### src/design/agen_settings.svh
/*
 * global widths for the load/store address stage
 * value width, cache line offset bits, element number bits
 * and the displacement width of the indexed forms
 */
`ifndef AGEN_SETTINGS_SVH
`define AGEN_SETTINGS_SVH

// ============================================================
// datapath widths
// ============================================================

// address and operand width
`define VALUE_W 64

// log2 of the cache line size in bytes
`define LINE_BITS 6

// vector element number width
`define ELEM_BITS 3

// signed displacement of the indexed forms
`define DISP_W 12

`endif

### src/design/isa_pkg.sv
/*
 * instruction side types of the load/store unit
 * memory operation kind, size class and the issue operation
 * struct that is captured by the operation hold register
 */
`include "agen_settings.svh"

package isa_pkg;

	// ============================================================
	// operation kind
	// ============================================================

	// picks the address formula in the generator
	typedef enum logic [2:0]
	{
		MK_LD  = 3'd0,
		MK_ST  = 3'd1,
		MK_LDX = 3'd2,
		MK_STX = 3'd3,
		MK_AMO = 3'd4
	} mem_kind_t;

	// log2 of the byte count
	// 0 byte, 1 wyde, 2 tetra, 3 octa, 4 hexi
	typedef logic [2:0] size_cls_t;

	// ============================================================
	// issue operation
	// ============================================================

	// one memory operation as delivered on the issue port
	typedef struct packed
	{
		mem_kind_t kind;
		size_cls_t size;
		logic vec;
		logic [`ELEM_BITS-1:0] elem;
		logic [`VALUE_W-1:0] base;
		logic [`VALUE_W-1:0] index;
		logic [`VALUE_W-1:0] imm;
		// index shift for the indexed forms
		logic [1:0] scale;
		logic [`DISP_W-1:0] disp;
	} issue_op_t;

endpackage

### src/design/mem_pkg.sv
/*
 * memory side types of the load/store unit
 * address, line offset and the request struct
 * that is held on the memory port
 */
`include "agen_settings.svh"

package mem_pkg;

	import isa_pkg::*;

	// full effective address
	typedef logic [`VALUE_W-1:0] addr_t;

	// byte position inside one cache line
	typedef logic [`LINE_BITS-1:0] line_off_t;

	// one access as presented to the memory side
	typedef struct packed
	{
		addr_t addr;
		size_cls_t size;
		logic store;
		// set on the final access of an operation
		logic last;
	} mem_req_t;

endpackage

### src/design/lsu_agen.sv
/*
 * address generator of the load/store unit
 * vector element offset, kind dependent address formula,
 * registered result with next line option and a valid flag
 * that rises two cycles after go and stays until taken
 */
`include "agen_settings.svh"

module lsu_agen
	import isa_pkg::*;
	import mem_pkg::*;
(
	input logic clk,
	input logic rst,
	input logic go,
	// compute the following line aligned address
	input logic next,
	input logic taken,
	input mem_kind_t kind,
	input size_cls_t size,
	input logic vec,
	input logic [`ELEM_BITS-1:0] elem,
	input logic [`VALUE_W-1:0] base,
	input logic [`VALUE_W-1:0] index,
	input logic [`VALUE_W-1:0] imm,
	input logic [1:0] scale,
	input logic [`DISP_W-1:0] disp,
	output addr_t res,
	output logic resv
);

	logic [`VALUE_W-1:0] as;
	logic [`VALUE_W-1:0] bs;
	logic [`VALUE_W-1:0] dx;
	addr_t sum;
	logic resv1;

	// ============================================================
	// operand forming
	// ============================================================

	// vector element offset is the element number times the size
	always_comb
	begin
		if (vec)
			as = base + (`VALUE_W'(elem) << size);
		else
			as = base;
	end

	// scaled index for the indexed forms
	always_comb
		bs = index << scale;

	// sign extended displacement
	always_comb
		dx = {{(`VALUE_W-`DISP_W){disp[`DISP_W-1]}}, disp};

	// address formula by kind
	always_comb
	begin
		case (kind)
		MK_LD, MK_ST:
			sum = as + imm;
		MK_LDX, MK_STX:
			sum = as + bs + dx;
		MK_AMO:
			sum = as + index;
		default:
			sum = as;
		endcase
	end

	// ============================================================
	// result register
	// ============================================================

	// next line is the sum aligned down to a line plus one line
	always_ff @(posedge clk)
	begin
		if (next)
			res <= {sum[`VALUE_W-1:`LINE_BITS] + 1'b1, {`LINE_BITS{1'b0}}};
		else
			res <= sum;
	end

	// sticky valid in two steps
	// first step marks the compute cycle, second the settled result
	always_ff @(posedge clk)
	begin
		if (rst)
		begin
			resv1 <= 1'b0;
			resv <= 1'b0;
		end
		else if (taken)
		begin
			// the consumer has the address, taken beats a new go
			resv1 <= 1'b0;
			resv <= 1'b0;
		end
		else
		begin
			if (go)
				resv1 <= 1'b1;
			resv <= resv1;
		end
	end

endmodule

### src/design/lsu_agen_top.sv
/*
 * top of the load/store address stage
 * controller, address generator, line counter and the
 * operation and request hold registers
 */
`include "agen_settings.svh"

module lsu_agen_top
	import isa_pkg::*;
	import mem_pkg::*;
(
	input logic clk,
	input logic rst,
	// issue port
	input logic op_req,
	output logic op_ack,
	input mem_kind_t op_kind,
	input size_cls_t op_size,
	input logic op_vec,
	input logic [`ELEM_BITS-1:0] op_elem,
	input logic [`VALUE_W-1:0] op_base,
	input logic [`VALUE_W-1:0] op_index,
	input logic [`VALUE_W-1:0] op_imm,
	input logic [1:0] op_scale,
	input logic [`DISP_W-1:0] op_disp,
	// memory port
	output logic mem_req,
	input logic mem_ack,
	output addr_t mem_addr,
	output size_cls_t mem_size,
	output logic mem_store,
	output logic mem_last
);

	issue_op_t op_d;
	issue_op_t op_q;
	mem_req_t req_d;
	mem_req_t req_q;
	addr_t res;
	logic op_full, req_full, resv, more;
	logic go, next, taken, last;
	logic op_load, op_clear, cnt_start, cnt_step, req_load, req_clear;

	// ============================================================
	// payload wiring
	// ============================================================

	assign op_d = '{kind: op_kind, size: op_size, vec: op_vec, elem: op_elem,
		base: op_base, index: op_index, imm: op_imm, scale: op_scale, disp: op_disp};

	// plain and indexed stores write, atomics go out as loads
	assign req_d = '{addr: res, size: op_q.size,
		store: (op_q.kind == MK_ST) || (op_q.kind == MK_STX), last: last};

	assign mem_addr = req_q.addr;
	assign mem_size = req_q.size;
	assign mem_store = req_q.store;
	assign mem_last = req_q.last;

	// ============================================================
	// instances
	// ============================================================

	lsu_ctrl lsu_ctrl_inst (
		.clk(clk), .rst(rst), .op_req(op_req), .op_ack(op_ack),
		.op_full(op_full), .req_full(req_full), .resv(resv), .more(more),
		.mem_ack(mem_ack), .go(go), .next(next), .taken(taken),
		.op_load(op_load), .op_clear(op_clear), .cnt_start(cnt_start),
		.cnt_step(cnt_step), .req_load(req_load), .req_clear(req_clear),
		.mem_req(mem_req), .last(last)
	);

	lsu_hold #(.payload_t(issue_op_t)) op_hold_inst (
		.clk(clk), .rst(rst), .load(op_load), .clear(op_clear),
		.d(op_d), .q(op_q), .full(op_full)
	);

	lsu_agen lsu_agen_inst (
		.clk(clk), .rst(rst), .go(go), .next(next), .taken(taken),
		.kind(op_q.kind), .size(op_q.size), .vec(op_q.vec), .elem(op_q.elem),
		.base(op_q.base), .index(op_q.index), .imm(op_q.imm),
		.scale(op_q.scale), .disp(op_q.disp), .res(res), .resv(resv)
	);

	lsu_line_cnt lsu_line_cnt_inst (
		.clk(clk), .rst(rst), .start(cnt_start), .step(cnt_step),
		.addr(res), .size(op_q.size), .more(more)
	);

	lsu_hold #(.payload_t(mem_req_t)) req_hold_inst (
		.clk(clk), .rst(rst), .load(req_load), .clear(req_clear),
		.d(req_d), .q(req_q), .full(req_full)
	);

endmodule

### src/design/lsu_ctrl.sv
/*
 * control FSM of the load/store address stage
 * runs the four-phase issue and memory handshakes,
 * starts the generator, loads and steps the line counter
 * and loads and clears both hold registers
 */
module lsu_ctrl
(
	input logic clk,
	input logic rst,
	input logic op_req,
	output logic op_ack,
	input logic op_full,
	input logic req_full,
	input logic resv,
	input logic more,
	input logic mem_ack,
	output logic go,
	output logic next,
	output logic taken,
	output logic op_load,
	output logic op_clear,
	output logic cnt_start,
	output logic cnt_step,
	output logic req_load,
	output logic req_clear,
	output logic mem_req,
	output logic last
);

	typedef enum logic [2:0]
	{
		IDLE,
		CAPTURE,
		CALC,
		ISSUE,
		WAIT_ACK,
		WAIT_DROP,
		WAIT_REQ_LOW
	} state_t;

	state_t state;
	state_t state_nxt;
	// high while the next line access is being formed
	logic second;

	// ============================================================
	// next state and strobes
	// ============================================================

	always_comb
	begin
		state_nxt = state;
		op_load = 1'b0;
		op_clear = 1'b0;
		go = 1'b0;
		taken = 1'b0;
		cnt_start = 1'b0;
		cnt_step = 1'b0;
		req_load = 1'b0;
		req_clear = 1'b0;
		case (state)
		IDLE:
			// new request only once the previous ack is gone
			if (op_req && !op_ack)
			begin
				op_load = 1'b1;
				state_nxt = CAPTURE;
			end
		CAPTURE:
			// operation fields are in the hold, start the generator
			if (op_full)
			begin
				go = 1'b1;
				state_nxt = CALC;
			end
		CALC:
		begin
			// res is settled here, count lines on the first run only
			cnt_start = !second;
			state_nxt = ISSUE;
		end
		ISSUE:
			if (resv)
			begin
				req_load = 1'b1;
				taken = 1'b1;
				state_nxt = WAIT_ACK;
			end
		WAIT_ACK:
			if (mem_ack)
				state_nxt = WAIT_DROP;
		WAIT_DROP:
			// access is complete once the responder drops its ack
			if (!mem_ack)
			begin
				req_clear = 1'b1;
				cnt_step = 1'b1;
				if (more)
					state_nxt = CAPTURE;
				else
				begin
					op_clear = 1'b1;
					state_nxt = WAIT_REQ_LOW;
				end
			end
		WAIT_REQ_LOW:
			// issue handshake must be back to rest before idling
			if (!op_ack)
				state_nxt = IDLE;
		default:
			state_nxt = IDLE;
		endcase
	end

	// ============================================================
	// registers
	// ============================================================

	always_ff @(posedge clk)
	begin
		if (rst)
			state <= IDLE;
		else
			state <= state_nxt;
	end

	// set for the second access, dropped when the operation ends
	always_ff @(posedge clk)
	begin
		if (rst)
			second <= 1'b0;
		else if (state == WAIT_DROP && !mem_ack)
			second <= more;
	end

	// issue ack, up on capture, down once op_req has fallen
	always_ff @(posedge clk)
	begin
		if (rst)
			op_ack <= 1'b0;
		else if (op_load)
			op_ack <= 1'b1;
		else if (op_ack && !op_req)
			op_ack <= 1'b0;
	end

	// memory request is up only while a loaded request waits for ack
	always_comb
		mem_req = (state == WAIT_ACK) && req_full;

	always_comb
		next = second;

	// no further access owed after this one
	always_comb
		last = !more;

endmodule

### src/design/lsu_hold.sv
/*
 * capture register with a full flag
 * generic over its payload type, used for the issue
 * operation and for the outgoing memory request
 */
module lsu_hold #(
	parameter type payload_t = logic
)
(
	input logic clk,
	input logic rst,
	input logic load,
	input logic clear,
	input payload_t d,
	output payload_t q,
	output logic full
);

	// payload only changes on a load into an empty slot
	always_ff @(posedge clk)
	begin
		if (load && !full)
			q <= d;
	end

	// full flag, clear has priority
	always_ff @(posedge clk)
	begin
		if (rst || clear)
			full <= 1'b0;
		else if (load)
			full <= 1'b1;
	end

endmodule

### src/design/lsu_line_cnt.sv
/*
 * line access counter of the load/store unit
 * detects a cache line crossing from the address offset
 * and the byte count, then counts the owed accesses down
 */
`include "agen_settings.svh"

module lsu_line_cnt
	import isa_pkg::*;
	import mem_pkg::*;
(
	input logic clk,
	input logic rst,
	input logic start,
	input logic step,
	input addr_t addr,
	input size_cls_t size,
	output logic more
);

	line_off_t off;
	logic [`LINE_BITS:0] bytes;
	logic [`LINE_BITS:0] end_pos;
	logic spill;
	logic [1:0] count;

	// ============================================================
	// crossing test
	// ============================================================

	always_comb
		off = addr[`LINE_BITS-1:0];

	// byte count from the size class, 1 to 16
	always_comb
		bytes = (`LINE_BITS+1)'(1) << size;

	// one past the last byte touched, relative to the line start
	always_comb
		end_pos = {1'b0, off} + bytes;

	// spills when the access runs past the line end
	always_comb
		spill = end_pos > (`LINE_BITS+1)'(1 << `LINE_BITS);

	// ============================================================
	// access count
	// ============================================================

	always_ff @(posedge clk)
	begin
		if (rst)
			count <= 2'd0;
		else if (start)
			count <= spill ? 2'd2 : 2'd1;
		else if (step && count != 2'd0)
			count <= count - 2'd1;
	end

	// another access still owed after the current one
	always_comb
		more = count > 2'd1;

endmodule

### config.mk
export PLATFORM = sky130hd
export DESIGN_NAME = lsu_agen_top
export DESIGN_NICKNAME = d
export VERILOG_FILES = /design/src/design/isa_pkg.sv /design/src/design/mem_pkg.sv /design/src/design/lsu_agen.sv /design/src/design/lsu_agen_top.sv /design/src/design/lsu_ctrl.sv /design/src/design/lsu_hold.sv /design/src/design/lsu_line_cnt.sv
export VERILOG_INCLUDE_DIRS = /design/src /design/src/design
export SDC_FILE = /design/constraint.sdc
export NUM_CORES = 1
export LEC_CHECK = 0
export ABC_AREA = 0
export BUFFER_PORTS_ARGS = -buffer_cell sky130_fd_sc_hd__buf_2
export CAP_MARGIN = 20
export CORE_MARGIN = 8
export CORE_UTILIZATION = 30
export CTS_CLUSTER_SIZE = 16
export DETAILED_ROUTE_END_ITERATION = 6
export PLACE_DENSITY = 0.48
export RECOVER_POWER = 50
export SLEW_MARGIN = 10
export SYNTH_ARGS = -nofsm -noshare
export SYNTH_HDL_FRONTEND = slang
export SYNTH_SLANG_ARGS = --single-unit
export TNS_END_PERCENT = 10
### constraint.sdc
create_clock -name clk -period 8.7 [get_ports clk]
set_clock_uncertainty 0.15 [all_clocks]
set_input_delay 0.435 -clock clk [delete_from_list [all_inputs] [get_ports clk]]
set_output_delay 0.435 -clock clk [all_outputs]
set_load 0.05 [all_outputs]
==> results_tabular.tex, run 1 <==
\begin{tabular}{lr}
\hline
Metric & Value \\
\hline
\multicolumn{2}{l}{\textbf{Status}} \\
\quad Run status & finished clean \\
\multicolumn{2}{l}{\textbf{Power}} \\
\quad Leakage Power & 13.44 nW \\
\quad Total design power & 13.15 mW \\
\quad Power density over the cells & 369.1 mW/mm\^{}2 \\
\quad Max IR drop VDD & 0.1440 mV \\
\multicolumn{2}{l}{\textbf{Place}} \\
\quad Hpwl dp & 97.93 mm \\
\quad \# port buffers & 290 \\
\quad Placed cell count & 4534 \\
\quad Placed Instance Area & 0.03198 mm\^{}2 \\
\quad Placer's final routability congestion estimate & 0.9911 \\
\multicolumn{2}{l}{\textbf{Worst setup path}} \\
\quad Largest delay share family, worst path & simple AND/OR/NAND/NOR gates \\
\quad Most used cell, CP & sky130\_fd\_sc\_hd\_\_nor2\_1 \\
\quad Internal reg-to-reg setup slack & 0.34 ns \\
\quad Worst Path Buf+Inv & 2 \\
\quad CP required & 9.12 ns \\
\quad Worst Reg-to-Reg Cells & 28 \\
\quad Library cell contributing the largest single delay on the critical path & sky130\_fd\_sc\_hd\_\_a2111oi\_2 \\
\quad Category of the critical setup timing path & reg -> reg \\
\quad Critical R2R Capture & lsu\_agen\_inst.res[62] \\
\quad Largest stage delay on the critical path & 0.60 ns \\
\quad Startpoint type of the worst setup path & flop \\
\quad Arrival time of the worst setup path & 8.77 ns \\
\quad Top fanout value on the critical path & 14 \\
\quad Launch instance of the worst register-to-register path & op\_hold\_inst.q[210] \\
\quad Endpoint kind of the worst setup timing path & flop \\
\multicolumn{2}{l}{\textbf{Finish}} \\
\quad Number of nets in the layout & 3970 \\
\quad Antenna cells & 0 \\
\quad Non-filler cells, final & 4838 \\
\quad Post-layout instance area & 0.03562 mm\^{}2 \\
\quad Fraction of layout instances using a drive strength above 1 & 16.01\% \\
\quad Number of filler cells placed in the layout & 9641 \\
\quad Area growth from synthesis to layout & 24.37\% \\
\multicolumn{2}{l}{\textbf{Global route}} \\
\quad Via count of the first global-routing pass & 26.63k \\
\quad Largest net degree at the start of global routing & 65 \\
\quad Number of antenna violations at the first check in global routing & 0 \\
\quad Total gr overflow & 0 \\
\quad Wire length of the first global-routing pass & 178.3 mm \\
\quad GRT Overall Usage & 22.17\% \\
\multicolumn{2}{l}{\textbf{Clock network}} \\
\quad Clock root buffer master & sky130\_fd\_sc\_hd\_\_clkbuf\_16 \\
\quad Skew-Pair Late Insertion Delay & 0.64 ns \\
\quad Number of sinks driven by the clock tree & 360 \\
\quad Total clock buffers created by CTS & 44 \\
\quad Clock slew at the register clock pins of the worst setup and hold paths & 0.06 ns \\
\quad Number of H-tree levels & 2 \\
\quad Maximum buffer depth of the clock tree & 3 \\
\quad Clock tree from TritonCTS & built \\
\multicolumn{2}{l}{\textbf{STA}} \\
\quad Number of hold violations in the final report & 0 \\
\quad Minimum hold slack & 0.06864 ns \\
\quad Setup repair after global routing missed its margin & false \\
\quad Setup violation total in the final timing report & 0 \\
\quad Final worst path period share & 96.07\% \\
\quad Min cycle time layout & 8.358 ns \\
\quad Pins over their slew limit & 0 \\
\quad Slew at the pin closest to its max-slew limit & 1.133 ns \\
\quad Total Negative Setup Slacks & 0 ns \\
\quad Normalized max-slew margin & 24.30\% \\
\quad Peak Freq & 0.1197 GHz \\
\multicolumn{2}{l}{\textbf{Synth}} \\
\quad Synthesized area & 0.02864 mm\^{}2 \\
\quad Share of flip-flops with an asynchronous set or reset after synthesis & 0\% \\
\quad Area share of the largest cell type after synthesis & 29.88\% \\
\quad Post-synthesis instance total & 3012 \\
\quad Most instantiated library cell after synthesis & sky130\_fd\_sc\_hd\_\_nand2\_1 \\
\quad Top\_reg\_cell synth & sky130\_fd\_sc\_hd\_\_edfxtp\_1 \\
\quad Number of distinct library cells after synthesis & 105 \\
\quad Share of synthesized area occupied by flip-flops and latches & 35.12\% \\
\quad Total of flip-flops plus latches after synthesis & 360 \\
\quad Cell type with the highest aggregate area in the netlist & sky130\_fd\_sc\_hd\_\_edfxtp\_1 \\
\quad Net count after synthesis & 3443 \\
\quad Post-synth EDFFs & 285 \\
\quad Main area contributors after synthesis & sky130\_fd\_sc\_hd\_\_edfxtp\_1 (30\%), sky130\_fd\_sc\_hd\_\_ha\_1 (6.3\%), sky130\_fd\_sc\_hd\_\_dfxtp\_1 (5.2\%), sky130\_fd\_sc\_hd\_\_fa\_1 (4.7\%), sky130\_fd\_sc\_hd\_\_mux4\_2 (4.6\%) \\
\quad Most frequent cells after synthesis & sky130\_fd\_sc\_hd\_\_nand2\_1 (287), sky130\_fd\_sc\_hd\_\_edfxtp\_1 (285), sky130\_fd\_sc\_hd\_\_a21oi\_1 (238) \\
\quad Yosys warnings & 0 \\
\quad Average instance area after synthesis & 9.509 um\^{}2 \\
\multicolumn{2}{l}{\textbf{Drt}} \\
\quad DRC viols & 0 \\
\quad Avg WL per Cell & 25.20 um \\
\quad Drt total wl & 121.9 mm \\
\quad Drt initial violations & 2269 \\
\quad Met1 Wirelength & 53.59 mm \\
\quad Topmost layer with routed signal wires & met4 \\
\quad Final antenna-violating net count & 0 \\
\quad Iteration count of the initial detailed-routing pass & 5 \\
\quad DR WL met2 & 55.14 mm \\
\quad Per-cell via count in the routed design & 5.471 \\
\quad Met3 Routed Length & 7.496 mm \\
\quad Number of vias in the routed layout & 26.47k \\
\multicolumn{2}{l}{\textbf{Job}} \\
\quad Maxcap violations & 0 \\
\multicolumn{2}{l}{\textbf{Worst hold path}} \\
\quad Number of cells on the worst hold path & 3 \\
\quad Path type of the worst min-delay path & in -> reg \\
\quad Worst Hold Endpoint & req\_hold\_inst.full \\
\quad Startpoint of the worst hold path & mem\_ack \\
\multicolumn{2}{l}{\textbf{Floorplan}} \\
\quad Number of primary I/O pins & 291 \\
\quad Initial core utilization & 30.19\% \\
\quad Chip Width & 325.0 um \\
\quad Overall die area & 0.1056 mm\^{}2 \\
\quad Vertical extent of the die & 325.0 um \\
\quad Core Area & 0.09487 mm\^{}2 \\
\quad Number of rows created at floorplan & 113 \\
\hline
\end{tabular}
==> sequential cells by signal, indices dropped and copies added, names as in the netlist, 2 cells and up <==
signal / count
req_hold_inst.q: 69
op_hold_inst.q: 216
lsu_ctrl_inst.state: 3
lsu_line_cnt_inst.count: 2
lsu_agen_inst.res: 64
==> tightest hold or removal path, stage by stage <==
cell and delay, ns:
sky130_fd_sc_hd__buf_2 0.10, sky130_fd_sc_hd__nor3b_1 0.10, sky130_fd_sc_hd__nor3_1 0.16
==> cell usage in the layout, fill, tap and decap left out, types with 29 or more instances in the layout <==
| cell type | n |
|---|---|
| sky130_fd_sc_hd__mux4_2 | 58 |
| sky130_fd_sc_hd__nand3_1 | 64 |
| sky130_fd_sc_hd__ha_1 | 144 |
| sky130_fd_sc_hd__inv_1 | 187 |
| sky130_fd_sc_hd__a21oi_1 | 237 |
| sky130_fd_sc_hd__buf_4 | 115 |
| sky130_fd_sc_hd__clkbuf_1 | 123 |
| sky130_fd_sc_hd__a21o_1 | 51 |
| sky130_fd_sc_hd__mux2i_1 | 36 |
| sky130_fd_sc_hd__fa_1 | 67 |
| sky130_fd_sc_hd__clkbuf_16 | 44 |
| sky130_fd_sc_hd__edfxtp_1 | 285 |
| sky130_fd_sc_hd__o21ai_0 | 146 |
| sky130_fd_sc_hd__nor2_1 | 224 |
| sky130_fd_sc_hd__buf_2 | 177 |
| sky130_fd_sc_hd__o21a_1 | 41 |
| sky130_fd_sc_hd__nand4_1 | 92 |
| sky130_fd_sc_hd__xor2_1 | 75 |
| sky130_fd_sc_hd__dlygate4sd3_1 | 219 |
| sky130_fd_sc_hd__nand2_1 | 287 |
| sky130_fd_sc_hd__dfxtp_1 | 75 |
| sky130_fd_sc_hd__and3_1 | 29 |
| sky130_fd_sc_hd__xnor2_1 | 101 |
| sky130_fd_sc_hd__mux2_2 | 73 |
| sky130_fd_sc_hd__nor3_1 | 76 |
==> worst max-delay path by stage <==
stage                              from                    end  depth (start not counted)
floorplan            op_hold_inst.q[11]  lsu_agen_inst.res[63]                         18
global placement    op_hold_inst.q[210]  lsu_agen_inst.res[63]                         26
detailed placement  op_hold_inst.q[210]  lsu_agen_inst.res[63]                         26
CTS                 op_hold_inst.q[210]  lsu_agen_inst.res[63]                         26
global route        op_hold_inst.q[210]  lsu_agen_inst.res[60]                         26
finish              op_hold_inst.q[210]  lsu_agen_inst.res[62]                         28
==> what timing repair did <==
item,4_1_cts,5_1_grt
buffers inserted,0,5
hold buffers,219,0
resized for setup,0,10
setup endpoints to repair,0,25
endpoints found under the hold margin,227,0
==> stage by stage <==
step | util (%) | worst slack, ns
5_1_grt | 37.55 | 0.02594
3_5_place_dp | 33.70 | 0.05178
4_1_cts | 37.60 | 0.04139
6_report | 37.55 | 0.3423
3_3_place_gp | 33.70 | 0.03631
2_1_floorplan | - | 1.619
==> cell type report <==
type	instances	area (um^2)	share of cell area (%)
multi-input cells	2321	17400	48.86
flip-flops and latches	360	10060	28.24
repair buffers	624	4365	12.26
well taps	1265	1583	4.443
clock buffers	57	1180	3.312
inverters	188	705.7	1.981
clock inverters	23	324.1	0.9097
==> routing by layer <==
metal,vias up,GRT usage [%]
li1,12320,-
met1,12870,29.75
met2,1065,35.42
met3,212,3.269
met4,0,9.611
met5,-,0
==> kinds of logic after synthesis <==
logic type | count (synthesis) | synth area share, %
and+or+nand+nor | 996 | 17.64
AOI/OAI and AO/OA | 766 | 17.53
DFF | 360 | 35.12
buffers and inverters | 331 | 4.513
adders and majority gates | 211 | 10.97
xor gates and xnor gates | 181 | 5.535
muxes | 167 | 8.689
==> power breakdown <==
group | internal [mW] | switching, mW
Clock | 1.12 | 0.772
Sequential | 2.36 | 0.306
Combinational | 3.05 | 5.54
Total | 6.53 | 6.62
Note: power is estimated with default switching activity, not from simulation.
==> run 2: changes to the inputs <==
Settings changed: REMOVE_ABC_BUFFERS from default to 1.
Clock period 8.7 ns to 10 ns, I/O delays scaled along.
==> run 2 against run 1 <==
  * Die area did not move
  * Register-to-register slack improved by 0.84 ns
  * Count of clock-buffer cells in the layout up 2
  * Largest power group unchanged
  * Highest routed layer is now met5
  * Non-clock buffer count shrank 78
  * Routed wire length decreased by 6.1%
  * Flip-flop and latch count stayed put
  * Design area fell by 2.0%
  * Power down 16%
  * Final cell count fell by 1.6%
  * Via count fell by 1.6%
  * Fmax shrank 5.3%
==> results_tabular.tex, run 2 (same netlist as run 1, synthesis figures left out) <==
\begin{tabular}{lr}
\hline
Metric & Value \\
\hline
\multicolumn{2}{l}{\textbf{Clock network}} \\
\quad Clock root buffer master & sky130\_fd\_sc\_hd\_\_clkbuf\_16 \\
\quad Number of sinks driven by the clock tree & 360 \\
\quad Number of H-tree levels & 2 \\
\quad Clock slew at the register clock pins of the worst setup and hold paths & 0.06 ns \\
\quad Post-CTS setup buffers & 0 \\
\quad Skew-Pair Late Insertion Delay & 0.60 ns \\
\quad Maximum buffer depth of the clock tree & 3 \\
\quad Total clock buffers created by CTS & 45 \\
\quad Clock tree from TritonCTS & built \\
\multicolumn{2}{l}{\textbf{Finish}} \\
\quad Register ranked first by flip-flop count & op\_hold\_inst.q \\
\quad Max FFs per register & 216 \\
\quad Most common library cell in the layout ignoring fill and taps & sky130\_fd\_sc\_hd\_\_nand2\_1 \\
\quad End-of-flow core utilization & 36.81\% \\
\quad Area growth from synthesis to layout & 21.93\% \\
\quad Leading registers by flop count & op\_hold\_inst.q x216, req\_hold\_inst.q x69, lsu\_agen\_inst.res x64 \\
\quad Non-filler cells, final & 4763 \\
\quad Number of nets in the layout & 3893 \\
\quad Most frequent cells in the layout & sky130\_fd\_sc\_hd\_\_nand2\_1 (287), sky130\_fd\_sc\_hd\_\_edfxtp\_1 (285), sky130\_fd\_sc\_hd\_\_a21oi\_1 (237) \\
\quad Number of filler cells placed in the layout & 9616 \\
\quad Fraction of layout instances using a drive strength above 1 & 13.28\% \\
\multicolumn{2}{l}{\textbf{Drt}} \\
\quad Per-cell via count in the routed design & 5.469 \\
\quad Iteration count of the initial detailed-routing pass & 6 \\
\quad Drt total wl & 114.5 mm \\
\quad Number of vias in the routed layout & 26.05k \\
\quad Avg WL per Cell & 24.04 um \\
\quad DRC viols & 0 \\
\quad Final antenna-violating net count & 0 \\
\quad Drt initial violations & 2570 \\
\multicolumn{2}{l}{\textbf{Worst setup path}} \\
\quad Startpoint type of the worst setup path & flop \\
\quad Launch instance of the worst register-to-register path & op\_hold\_inst.q[210] \\
\quad Category of the critical setup timing path & reg -> reg \\
\quad Worst Path Buf+Inv & 0 \\
\quad Largest stage delay on the critical path & 0.61 ns \\
\quad Top fanout value on the critical path & 17 \\
\quad Library cell contributing the largest single delay on the critical path & sky130\_fd\_sc\_hd\_\_and2\_1 \\
\quad Worst Reg-to-Reg Cells & 27 \\
\quad Largest delay share family, worst path & simple AND/OR/NAND/NOR gates \\
\quad CP required & 10.31 ns \\
\quad Total number of cells along the worst setup path & 27 \\
\quad Arrival time of the worst setup path & 9.13 ns \\
\quad Worst setup path start & op\_hold\_inst.q[210] \\
\quad Endpoint kind of the worst setup timing path & flop \\
\multicolumn{2}{l}{\textbf{STA}} \\
\quad Normalized max-slew margin & 28.42\% \\
\quad Setup violation total in the final timing report & 0 \\
\quad Number of hold violations in the final report & 0 \\
\quad Slew at the pin closest to its max-slew limit & 1.071 ns \\
\quad Peak Freq & 0.1133 GHz \\
\quad Setup repair after global routing missed its margin & false \\
\quad Total Negative Setup Slacks & 0 ns \\
\quad Minimum hold slack & 0.07574 ns \\
\quad Min cycle time layout & 8.823 ns \\
\quad Pins over their slew limit & 0 \\
\quad Final worst path period share & 88.23\% \\
\multicolumn{2}{l}{\textbf{Global route}} \\
\quad Wire length of the first global-routing pass & 167.1 mm \\
\quad Number of antenna violations at the first check in global routing & 5 \\
\quad Via count of the first global-routing pass & 25.46k \\
\quad Largest net degree at the start of global routing & 147 \\
\quad GRT Overall Usage & 20.65\% \\
\quad Total gr overflow & 0 \\
\multicolumn{2}{l}{\textbf{Power}} \\
\quad Max IR drop VDD & 0.1345 mV \\
\quad Power density over the cells & 317.5 mW/mm\^{}2 \\
\quad Leakage Power & 12.98 nW \\
\multicolumn{2}{l}{\textbf{Floorplan}} \\
\quad Core Area & 0.09487 mm\^{}2 \\
\quad Number of primary I/O pins & 291 \\
\quad Overall die area & 0.1056 mm\^{}2 \\
\quad Chip Width & 325.0 um \\
\quad Vertical extent of the die & 325.0 um \\
\quad Number of rows created at floorplan & 113 \\
\quad Initial core utilization & 30.19\% \\
\multicolumn{2}{l}{\textbf{Worst hold path}} \\
\quad Path type of the worst min-delay path & in -> reg \\
\quad Startpoint of the worst hold path & rst \\
\quad Number of cells on the worst hold path & 2 \\
\multicolumn{2}{l}{\textbf{Place}} \\
\quad \# port buffers & 290 \\
\quad Placer's final routability congestion estimate & 0.9491 \\
\quad Placed cell count & 4462 \\
\quad Hpwl dp & 92.17 mm \\
\multicolumn{2}{l}{\textbf{Job}} \\
\quad Maxcap violations & 0 \\
\multicolumn{2}{l}{\textbf{Status}} \\
\quad Run status & finished clean \\
\hline
\end{tabular}
## run 2: stage by stage
stage          total power, mW  worst slack [ns]  area [um^2]
6_report                 11.09             1.177        34920
5_1_grt                  11.83            0.5802        34920
4_1_cts                  10.99             1.321        35070
3_5_place_dp             9.257             1.363        31440
3_3_place_gp             9.305             1.288        31440
2_1_floorplan            7.092            0.3154        28050
## run 2: path summary, 6_finish.rpt
path / to / slack (ns)
worst max-delay path: lsu_agen_inst.res[63] / 1.18
worst min-delay path: lsu_agen_inst.resv1 / 0.08
worst max register to register: lsu_agen_inst.res[63] / 1.18
worst min register to register: req_hold_inst.q[34] / 0.25
## run 2: area by class of cell
class,instances,area (um^2),share of cell area (%)
diodes,3,7.507,0.02150
clock buffers,59,1241,3.554
clock inverters,21,215.2,0.6163
inverters,188,705.7,2.021
multi-input cells,2321,17340,49.66
flip-flops and latches,360,10060,28.81
well taps,1265,1583,4.532
repair buffers,546,3767,10.79
## run 2: worst register-to-register path, delay by kind of cell (launching register included)
family / cells / cell delay [ns]
compound gates: 6 / 1.41
mux: 1 / 0.34
flops: 1 / 0.53
xor+xnor: 3 / 1.04
simple gates: 14 / 3.93
fa+ha+maj: 3 / 1.32
## run 2: layer usage
layer / up-vias / wire [um] / track usage (%)
li1: 12190 / - / -
met1: 12640 / 54700 / 30.61
met2: 1046 / 48220 / 30.67
met3: 173 / 8010 / 3.226
met4: 2 / 3548 / 6.057
met5: - / 12 / 0
## run 2: repair_timing
action | 4_1_cts | 5_1_grt
resized for setup | 0 | 0
hold endpoints to repair | 217 | 0
hold buffers | 217 | 0
## run 2: power by group
group          switching, mW  total (mW)  internal, mW
Clock                  0.650        1.60         0.954
Combinational           4.71        7.21          2.49
Sequential             0.225        2.28          2.05
Total                   5.59        11.1          5.50
